[config.mk]
export PLATFORM = sky130hd
export DESIGN_NAME = cv_ctrl_top
export DESIGN_NICKNAME = d
export VERILOG_FILES = /design/src/cv_ctrl_pkg.sv /design/src/cv_ctrl_encoder.sv /design/src/cv_ctrl_top.sv /design/src/joy_input_stage.sv /design/src/ps2_keypad_emu.sv
export VERILOG_INCLUDE_DIRS = /design/src /design/src/src
export SDC_FILE = /design/constraint.sdc
export NUM_CORES = 1
export LEC_CHECK = 0
export ABC_AREA = 1
export BUFFER_PORTS_ARGS = -buffer_cell sky130_fd_sc_hd__buf_2
export CORE_UTILIZATION = 23
export CTS_CLUSTER_SIZE = 30
export DETAILED_ROUTE_END_ITERATION = 12
export SLEW_MARGIN = 40
export SYNTH_ARGS = -nofsm -noshare
export SYNTH_HDL_FRONTEND = slang
export SYNTH_SLANG_ARGS = --single-unit
[constraint.sdc]
create_clock -name clk_sys -period 4.21 [get_ports clk_sys]
set_clock_uncertainty 0.15 [all_clocks]
set_input_delay 0.842 -clock clk_sys [delete_from_list [all_inputs] [get_ports clk_sys]]
set_output_delay 0.842 -clock clk_sys [all_outputs]
set_load 0.005 [all_outputs]
[src/cv_ctrl_macros.svh]
// Constants shared by the controller-input RTL and its testbench.
// Holds the console port codes, the PS/2 scan codes of the emulated
// keypad and the fixed entry positions of the keypad vector.
// Include this file wherever one of these names is needed.

`ifndef CV_CTRL_MACROS_SVH
`define CV_CTRL_MACROS_SVH

// ==============================
// Console keypad port codes
// ==============================
`define CV_KEY_0        4'b0011
`define CV_KEY_1        4'b1110
`define CV_KEY_2        4'b1101
`define CV_KEY_3        4'b0110
`define CV_KEY_4        4'b0001
`define CV_KEY_5        4'b1001
`define CV_KEY_6        4'b0111
`define CV_KEY_7        4'b1100
`define CV_KEY_8        4'b1000
`define CV_KEY_9        4'b1011
`define CV_KEY_STAR     4'b1010
`define CV_KEY_NUMBER   4'b0101
`define CV_KEY_PURPLE   4'b0100
`define CV_KEY_BLUE     4'b0010
`define CV_KEY_NONE     4'b1111

// ==============================
// PS/2 scan codes, extended bit ignored
// ==============================
`define CV_PS2_0        8'h45
`define CV_PS2_1        8'h16
`define CV_PS2_2        8'h1E
`define CV_PS2_3        8'h26
`define CV_PS2_4        8'h25
`define CV_PS2_5        8'h2E
`define CV_PS2_6        8'h36
`define CV_PS2_7        8'h3D
`define CV_PS2_8        8'h3E
`define CV_PS2_9        8'h46
`define CV_PS2_PAD_0    8'h70
`define CV_PS2_PAD_1    8'h69
`define CV_PS2_PAD_2    8'h72
`define CV_PS2_PAD_3    8'h7A
`define CV_PS2_PAD_4    8'h6B
`define CV_PS2_PAD_5    8'h73
`define CV_PS2_PAD_6    8'h74
`define CV_PS2_PAD_7    8'h6C
`define CV_PS2_PAD_8    8'h75
`define CV_PS2_PAD_9    8'h7D
`define CV_PS2_PAD_STAR 8'h7C
`define CV_PS2_PAD_MINUS 8'h7B
`define CV_PS2_LSHIFT   8'h12
`define CV_PS2_RSHIFT   8'h59

// ==============================
// Keypad vector positions
// ==============================
// Entries 0..13 take part in the keypad priority encoding
`define CV_KEYPAD_KEYS  14
`define CV_VEC_STAR     10
`define CV_VEC_NUMBER   11
`define CV_VEC_UP       14
`define CV_VEC_RIGHT    15
`define CV_VEC_DOWN     16
`define CV_VEC_LEFT     17
`define CV_VEC_FIRE1    18
`define CV_VEC_FIRE2    19

`endif

[src/cv_ctrl_pkg.sv]
// Data types of the controller-input path.
// Referenced by scoped name from every RTL module and the testbench.

package cv_ctrl_pkg;

        // Host joystick word
        //   0 right, 1 left, 2 down, 3 up
        //   4 fire 1, 5 fire 2, 6 star, 7 number
        //   8..17 keys 0..9, 18 purple, 19 blue
        //   20..31 not used by the console
        typedef logic [31:0] joy_word_t;

        // Keypad vector, entry 0 is the MSB
        //   0..9 keys 0..9, 10 star, 11 number, 12 purple, 13 blue
        //   14 up, 15 right, 16 down, 17 left, 18 fire 1, 19 fire 2
        typedef logic [0:19] keypad_vec_t;

        // Four controller data lines, active low
        typedef logic [3:0] port_lines_t;

        // PS/2 key word from the host
        typedef struct packed {
                // Flips once per key event
                logic       toggle;
                // 1 on make, 0 on break
                logic       pressed;
                // Extended (E0) prefix seen
                logic       ext;
                logic [7:0] code;
        } ps2_key_t;

endpackage

[src/cv_ctrl_encoder.sv]
// Controller port encoder for one player.
// Merges the player's keypad vector with the keyboard one and drives the
// port data lines and fire line from the console's select strobes.
// Purely combinational; the strobes act in the same cycle.

`include "cv_ctrl_macros.svh"

module cv_ctrl_encoder (
        input  cv_ctrl_pkg::keypad_vec_t pad_vec_i,
        input  cv_ctrl_pkg::keypad_vec_t kbd_vec_i,
        input  logic                     kp_sel_n_i,
        input  logic                     js_sel_n_i,
        output cv_ctrl_pkg::port_lines_t lines_o,
        output logic                     fire_n_o
);

        cv_ctrl_pkg::keypad_vec_t  vec;
        cv_ctrl_pkg::port_lines_t  kp_code;
        cv_ctrl_pkg::port_lines_t  kp_lines;
        cv_ctrl_pkg::port_lines_t  js_lines;
        logic                      kp_fire_n;
        logic                      js_fire_n;

        // Port code of keypad entry idx
        function automatic cv_ctrl_pkg::port_lines_t key_code(input int idx);
                case (idx)
                0:       return `CV_KEY_0;
                1:       return `CV_KEY_1;
                2:       return `CV_KEY_2;
                3:       return `CV_KEY_3;
                4:       return `CV_KEY_4;
                5:       return `CV_KEY_5;
                6:       return `CV_KEY_6;
                7:       return `CV_KEY_7;
                8:       return `CV_KEY_8;
                9:       return `CV_KEY_9;
                10:      return `CV_KEY_STAR;
                11:      return `CV_KEY_NUMBER;
                12:      return `CV_KEY_PURPLE;
                13:      return `CV_KEY_BLUE;
                default: return `CV_KEY_NONE;
                endcase
        endfunction

        assign vec = pad_vec_i | kbd_vec_i;

        // ==============================
        // Keypad half
        // ==============================
        always_comb begin
                kp_code = `CV_KEY_NONE;
                // Walk downwards so the lowest active entry wins
                for (int i = `CV_KEYPAD_KEYS - 1; i >= 0; i--) begin
                        if (vec[i]) begin
                                kp_code = key_code(i);
                        end
                end
                kp_lines  = kp_sel_n_i ? `CV_KEY_NONE : kp_code;
                kp_fire_n = kp_sel_n_i | ~vec[`CV_VEC_FIRE2];
        end

        // ==============================
        // Joystick half
        // ==============================
        always_comb begin
                js_lines  = 4'b1111;
                js_fire_n = 1'b1;
                if (!js_sel_n_i) begin
                        // Up on line 3 down to left on line 0
                        js_lines  = ~{vec[`CV_VEC_UP], vec[`CV_VEC_RIGHT],
                                      vec[`CV_VEC_DOWN], vec[`CV_VEC_LEFT]};
                        js_fire_n = ~vec[`CV_VEC_FIRE1];
                end
        end

        // Open-collector style wired AND of both halves
        assign lines_o  = kp_lines & js_lines;
        assign fire_n_o = kp_fire_n & js_fire_n;

endmodule

[src/cv_ctrl_top.sv]
// Controller-input top level of the console.
// Captures the two host joysticks and the PS/2 keypad emulation and
// presents both game controller ports to the console, which selects
// the keypad or joystick half with its active-low strobes.

module cv_ctrl_top (
        input  logic                     clk_sys,
        input  logic                     rst_n_i,
        input  cv_ctrl_pkg::joy_word_t   joy0_i,
        input  cv_ctrl_pkg::joy_word_t   joy1_i,
        input  logic                     swap_i,
        input  cv_ctrl_pkg::ps2_key_t    ps2_key_i,
        input  logic [1:0]               kp_sel_n_i,
        input  logic [1:0]               js_sel_n_i,
        output cv_ctrl_pkg::port_lines_t pad0_lines_o,
        output logic                     pad0_fire_n_o,
        output cv_ctrl_pkg::port_lines_t pad1_lines_o,
        output logic                     pad1_fire_n_o
);

        cv_ctrl_pkg::keypad_vec_t pad0_vec;
        cv_ctrl_pkg::keypad_vec_t pad1_vec;
        cv_ctrl_pkg::keypad_vec_t kbd_vec;

        // ==============================
        // Input capture
        // ==============================
        joy_input_stage u_joy (
                .clk_sys    (clk_sys),
                .rst_n_i    (rst_n_i),
                .joy0_i     (joy0_i),
                .joy1_i     (joy1_i),
                .swap_i     (swap_i),
                .pad0_vec_o (pad0_vec),
                .pad1_vec_o (pad1_vec)
        );

        // Keyboard keypad feeds both players
        ps2_keypad_emu u_kbd (
                .clk_sys   (clk_sys),
                .rst_n_i   (rst_n_i),
                .ps2_key_i (ps2_key_i),
                .kbd_vec_o (kbd_vec)
        );

        // ==============================
        // Port encoders
        // ==============================
        cv_ctrl_encoder u_enc0 (
                .pad_vec_i  (pad0_vec),
                .kbd_vec_i  (kbd_vec),
                .kp_sel_n_i (kp_sel_n_i[0]),
                .js_sel_n_i (js_sel_n_i[0]),
                .lines_o    (pad0_lines_o),
                .fire_n_o   (pad0_fire_n_o)
        );

        cv_ctrl_encoder u_enc1 (
                .pad_vec_i  (pad1_vec),
                .kbd_vec_i  (kbd_vec),
                .kp_sel_n_i (kp_sel_n_i[1]),
                .js_sel_n_i (js_sel_n_i[1]),
                .lines_o    (pad1_lines_o),
                .fire_n_o   (pad1_fire_n_o)
        );

endmodule

[src/joy_input_stage.sv]
// Host joystick capture for both players.
// Applies the player swap, reorders each word into the keypad vector
// layout and registers the result, one clock from input to output.

`include "cv_ctrl_macros.svh"

module joy_input_stage (
        input  logic                     clk_sys,
        input  logic                     rst_n_i,
        input  cv_ctrl_pkg::joy_word_t   joy0_i,
        input  cv_ctrl_pkg::joy_word_t   joy1_i,
        input  logic                     swap_i,
        output cv_ctrl_pkg::keypad_vec_t pad0_vec_o,
        output cv_ctrl_pkg::keypad_vec_t pad1_vec_o
);

        cv_ctrl_pkg::joy_word_t joy_a;
        cv_ctrl_pkg::joy_word_t joy_b;

        // Host bit order to console keypad order
        function automatic cv_ctrl_pkg::keypad_vec_t to_keypad(
                input cv_ctrl_pkg::joy_word_t w
        );
                cv_ctrl_pkg::keypad_vec_t v;
                v = '0;
                for (int k = 0; k < 10; k++) begin
                        v[k] = w[8 + k];
                end
                v[`CV_VEC_STAR]   = w[6];
                v[`CV_VEC_NUMBER] = w[7];
                // Purple and blue triggers
                v[12] = w[18];
                v[13] = w[19];
                v[`CV_VEC_UP]     = w[3];
                v[`CV_VEC_RIGHT]  = w[0];
                v[`CV_VEC_DOWN]   = w[2];
                v[`CV_VEC_LEFT]   = w[1];
                v[`CV_VEC_FIRE1]  = w[4];
                v[`CV_VEC_FIRE2]  = w[5];
                return v;
        endfunction

        // Player swap
        assign joy_a = swap_i ? joy1_i : joy0_i;
        assign joy_b = swap_i ? joy0_i : joy1_i;

        always_ff @(posedge clk_sys) begin
                if (!rst_n_i) begin
                        pad0_vec_o <= '0;
                        pad1_vec_o <= '0;
                end else begin
                        pad0_vec_o <= to_keypad(joy_a);
                        pad1_vec_o <= to_keypad(joy_b);
                end
        end

endmodule

[src/ps2_keypad_emu.sv]
// Numeric keypad emulation from the host PS/2 keyboard.
// Each flip of the event toggle updates one button latch; the latches
// are presented as a keypad vector that is merged into both players.
// Shift+8 stands for star and Shift+3 for number.

`include "cv_ctrl_macros.svh"

module ps2_keypad_emu (
        input  logic                   clk_sys,
        input  logic                   rst_n_i,
        input  cv_ctrl_pkg::ps2_key_t  ps2_key_i,
        output cv_ctrl_pkg::keypad_vec_t kbd_vec_o
);

        logic        toggle_q;
        logic        key_event;
        logic [0:9]  btn_digit;
        logic        btn_star;
        logic        btn_minus;
        logic        btn_shift;

        assign key_event = ps2_key_i.toggle != toggle_q;

        // ==============================
        // Button latches
        // ==============================
        always_ff @(posedge clk_sys) begin
                if (!rst_n_i) begin
                        toggle_q  <= 1'b0;
                        btn_digit <= '0;
                        btn_star  <= 1'b0;
                        btn_minus <= 1'b0;
                        btn_shift <= 1'b0;
                end else begin
                        toggle_q <= ps2_key_i.toggle;
                        if (key_event) begin
                                // Top row and numeric pad share the digit latches
                                case (ps2_key_i.code)
                                `CV_PS2_0, `CV_PS2_PAD_0: btn_digit[0] <= ps2_key_i.pressed;
                                `CV_PS2_1, `CV_PS2_PAD_1: btn_digit[1] <= ps2_key_i.pressed;
                                `CV_PS2_2, `CV_PS2_PAD_2: btn_digit[2] <= ps2_key_i.pressed;
                                `CV_PS2_3, `CV_PS2_PAD_3: btn_digit[3] <= ps2_key_i.pressed;
                                `CV_PS2_4, `CV_PS2_PAD_4: btn_digit[4] <= ps2_key_i.pressed;
                                `CV_PS2_5, `CV_PS2_PAD_5: btn_digit[5] <= ps2_key_i.pressed;
                                `CV_PS2_6, `CV_PS2_PAD_6: btn_digit[6] <= ps2_key_i.pressed;
                                `CV_PS2_7, `CV_PS2_PAD_7: btn_digit[7] <= ps2_key_i.pressed;
                                `CV_PS2_8, `CV_PS2_PAD_8: btn_digit[8] <= ps2_key_i.pressed;
                                `CV_PS2_9, `CV_PS2_PAD_9: btn_digit[9] <= ps2_key_i.pressed;
                                `CV_PS2_PAD_STAR:  btn_star  <= ps2_key_i.pressed;
                                `CV_PS2_PAD_MINUS: btn_minus <= ps2_key_i.pressed;
                                `CV_PS2_LSHIFT, `CV_PS2_RSHIFT: begin
                                        btn_shift <= ps2_key_i.pressed;
                                end
                                default: begin
                                        // Other keys leave the latches alone
                                end
                                endcase
                        end
                end
        end

        // ==============================
        // Keypad vector
        // ==============================
        always_comb begin
                kbd_vec_o = '0;
                kbd_vec_o[0:9] = btn_digit;
                // With shift held 8 and 3 stand for star and number only
                kbd_vec_o[3] = btn_digit[3] & ~btn_shift;
                kbd_vec_o[8] = btn_digit[8] & ~btn_shift;
                kbd_vec_o[`CV_VEC_STAR]   = btn_star | (btn_shift & btn_digit[8]);
                kbd_vec_o[`CV_VEC_NUMBER] = btn_minus | (btn_shift & btn_digit[3]);
        end

endmodule

==> summary.md <==
| Metric | Value |
|---|---|
| Core area | 0.0120 mm² |
| Hold Vio Cnt, Final | 0 |
| Synth area leaders | dfxtp_1, nor2_1, nand2_1 |
| CP Capture Type | output port |
| Slew Limit Fails | 0 |
| Max-cap violations | 0 |
| Rel. slew slack | 50.9% |
| Design area | 0.00346 mm² |
| Worst-path fanout max | 4 |
| Hold endpoint | u_kbd.btn_star |
| Worst EP arrival | 1.84 ns |
| Drt first pass iters | 5 |
| Synth-to-Final Area Change | 22.5% |
| Die X | 113 µm |
| Adder-cell share of the synthesized area | 0% |
| Layout fillers | 1328 |
| Post-synthesis cell area | 0.00282 mm² |
| Mapped Cells | 454 |
| Static Leak | 1.66 nW |
| R2R Setup Slk | 2.78 ns |
| Total GRT Usage | 11.8% |
| Max Root-Sink Buffers | 2 |
| Setup Fix Bufs, Post-CTS | 0 |
| Seq/Total Area, Yosys | 38.3% |
| Number of synthesis warnings | 0 |
| Post-synthesis sequential element count | 54 |
| Mean post-synth cell area | 6.22 µm² |
| Share of the synthesized area in the top cell type | 38.3% |
| Pin count of the biggest net entering global routing | 52 |
| Hold_buf cts | 0 |
| Num rows | 40 |
| Antenna Cells | 0 |
| Final setup viols | 0 |
| Final cell count without fillers | 661 |
| Clk sink count | 54 |
| Final nets | 596 |
| CP required | 3.22 ns |
| Min Clock Period, post-route | 2.83 ns |
| R2R depth | 7 |
| Startpoint types | register |
| WL/cell | 10.9 µm |
| Fmax | 354 MHz |
| DRT iter0 DRCs | 129 |
| Final RePlAce weighted congestion | 0.805 |
| GRT overflow | 0 |
| Hold_sp | u_kbd.btn_star |
| First-pass GRT wire length | 12200 µm |
| Reg2reg start | u_kbd.toggle_q |
| Number of global-route vias before repair | 2784 |
| Worst Hold Class | register to register |
| Post-Syn Nets | 536 |
| Post-DP HPWL | 5720 µm |
| Routed Antenna Nets | 0 |
| Hold path depth | 2 |
| Unrepaired setup endpoints after global routing | no |
| Outcome | complete, no violations |
| Placed cell count | 654 |
| Share of cells above drive strength 1 | 16.9% |
| Detailed-route via count | 2875 |
| Post-DP Area | 0.00329 mm² |
| Count of cell types in the netlist | 21 |
| IO Count | 92 |
| Critical path type | register to output port |
| CTS tree | yes |
| Worst-Margin Slew | 0.737 ns |
| I/O Buffers | 66 |
| XOR/XNOR share of the synthesized area | 0.975% |
| # DRC | 0 |
| Area leader, netlist | dfxtp_1 |
| Initial Util | 23.5% |
| Routed WL | 7220 µm |
| Crit share post-route | 67.2% |
| Initial antenna violation count | 0 |
| Clk Latency, worst-skew pair | 0.28 ns |
| Power per cell area | 350 mW/mm² |
| H-tree level count | 2 |
| Largest family of logic cells by synthesized area | simple AND/OR/NAND/NOR gates |
| TritonCTS buffer count | 5 |
| Reg-to-reg endpoint | u_kbd.btn_digit[6] |
| Clk Tree Root Cell | clkbuf_16 |
| Worst VDD drop | 0.000164 V |
| Setup total negative slack | 0 ns |
| Die area | 0.0127 mm² |
| CTS clk-pin slew, worst paths | 0.07 ns |
| Post-synthesis simple-gate area fraction | 35.1% |
| Die Height | 113 µm |
| Avg Vias per Cell | 4.35 |
| Cells resized by post-CTS repair | 0 |
| Post-synthesis mux area share | 0% |
| Post-synthesis compound-gate area fraction | 16.3% |
## how the worst max path moves through the flow
stage / startpoint / endpoint / slack, ns / cells past startpoint
2_1_floorplan: u_kbd.btn_digit[9] / pad0_lines_o[2] / 2.00 / 8
3_3_place_gp: u_kbd.btn_digit[9] / pad0_lines_o[2] / 1.70 / 9
3_5_place_dp: u_kbd.btn_digit[9] / pad0_lines_o[2] / 1.71 / 9
4_1_cts: u_kbd.btn_digit[9] / pad0_lines_o[2] / 1.39 / 9
5_1_grt: u_kbd.btn_digit[9] / pad0_lines_o[2] / 1.15 / 9
6_report: u_kbd.btn_shift / pad1_lines_o[1] / 1.38 / 9
## layout make-up
cell class / count / area (µm²) / share of cell area (%)
Clock inverter: 1 / 30.0 / 0.869
Multi-Input combinational cell: 330 / 1480 / 42.8
Timing Repair Buffer: 66 / 330 / 9.55
Inverter: 57 / 214 / 6.19
Sequential cell: 54 / 1080 / 31.3
Tap cell: 147 / 184 / 5.32
Clock buffer: 6 / 139 / 4.02
## cell families after synthesis
kind of cell / Yosys count
and+or+nand+nor: 240
AOI/OAI and AO/OA: 89
buffers and inverters: 70
DFF: 54
xor gates and xnor gates: 1
## registers in the layout, indices dropped and copies added, names as in the netlist
name              flops
u_kbd.btn_star        1
u_kbd.btn_minus       1
u_kbd.btn_shift       1
u_kbd.toggle_q        1
u_kbd.btn_digit      10
u_joy.pad0_vec_o     20
u_joy.pad1_vec_o     20
## synth_stat cells
| library cell | number |
|---|---|
| nand4_1 | 6 |
| nor2_4 | 2 |
| xnor2_4 | 1 |
| or2_2 | 4 |
| clkinv_1 | 1 |
| inv_2 | 2 |
| inv_1 | 54 |
| nor2_1 | 124 |
| nand2_1 | 75 |
| nor3_4 | 1 |
| nor3_1 | 11 |
| clkbuf_1 | 13 |
| nand3_1 | 15 |
| o21ai_0 | 53 |
| nor2_2 | 1 |
| o21ai_2 | 2 |
| a21oi_1 | 29 |
| a211oi_1 | 3 |
| or2_1 | 1 |
| dfxtp_1 | 54 |
| o21ai_1 | 2 |
## report_power, final
part	internal (mW)	leakage, nW	switching, mW
sequential	0.539	0.447	0.0104
clock	0.293	0.0829	0.168
combinational	0.0769	1.13	0.123
total	0.909	1.66	0.301
## layer usage
| metal | global-route usage (%) | routed length (µm) | up-vias |
|---|---|---|---|
| met1 | 15.2 | 3610 | 1243 |
| met2 | 20.0 | 3210 | 76 |
| met5 | 0 | 0 | - |
| li1 | - | - | 1548 |
| met4 | 3.64 | 87 | 0 |
| met3 | 2.20 | 320 | 8 |
## cell usage in the layout, fill, tap and decap left out, types with 4 or more instances in the layout
cell | synthesis | final
nor2_1 | 124 | 124
nand2_1 | 75 | 75
buf_2 | 0 | 66
dfxtp_1 | 54 | 54
inv_1 | 54 | 53
o21ai_0 | 53 | 53
a21oi_1 | 29 | 29
nand3_1 | 15 | 15
nor3_1 | 11 | 11
nand4_1 | 6 | 6
clkbuf_16 | 0 | 5
or2_2 | 4 | 4
## per-stage QoR
| stage | util (%) | hold slack, ns | setup WS (ns) | power [mW] |
|---|---|---|---|---|
| 4_1_cts | 28.8 | 0.359 | 1.39 | 1.22 |
| 3_5_place_dp | 27.4 | 0.346 | 1.71 | 0.760 |
| 6_report | 28.8 | 0.356 | 1.38 | 1.21 |
| 3_3_place_gp | 27.4 | 0.335 | 1.70 | 0.756 |
| 2_1_floorplan | - | 0.300 | 2.00 | 0.685 |
| 5_1_grt | 28.8 | 0.390 | 1.15 | 1.27 |
## worst max-delay path: stages, from the launching register on
cell     delay, ns
dfxtp_1       0.40
inv_1         0.10
nand2_1       0.13
nand2_1       0.06
nor2_1        0.18
a21oi_1       0.11
o21ai_0       0.17
nand2_1       0.08
a21oi_1       0.16
buf_2         0.14
Power figures use the tool's default switching activity.
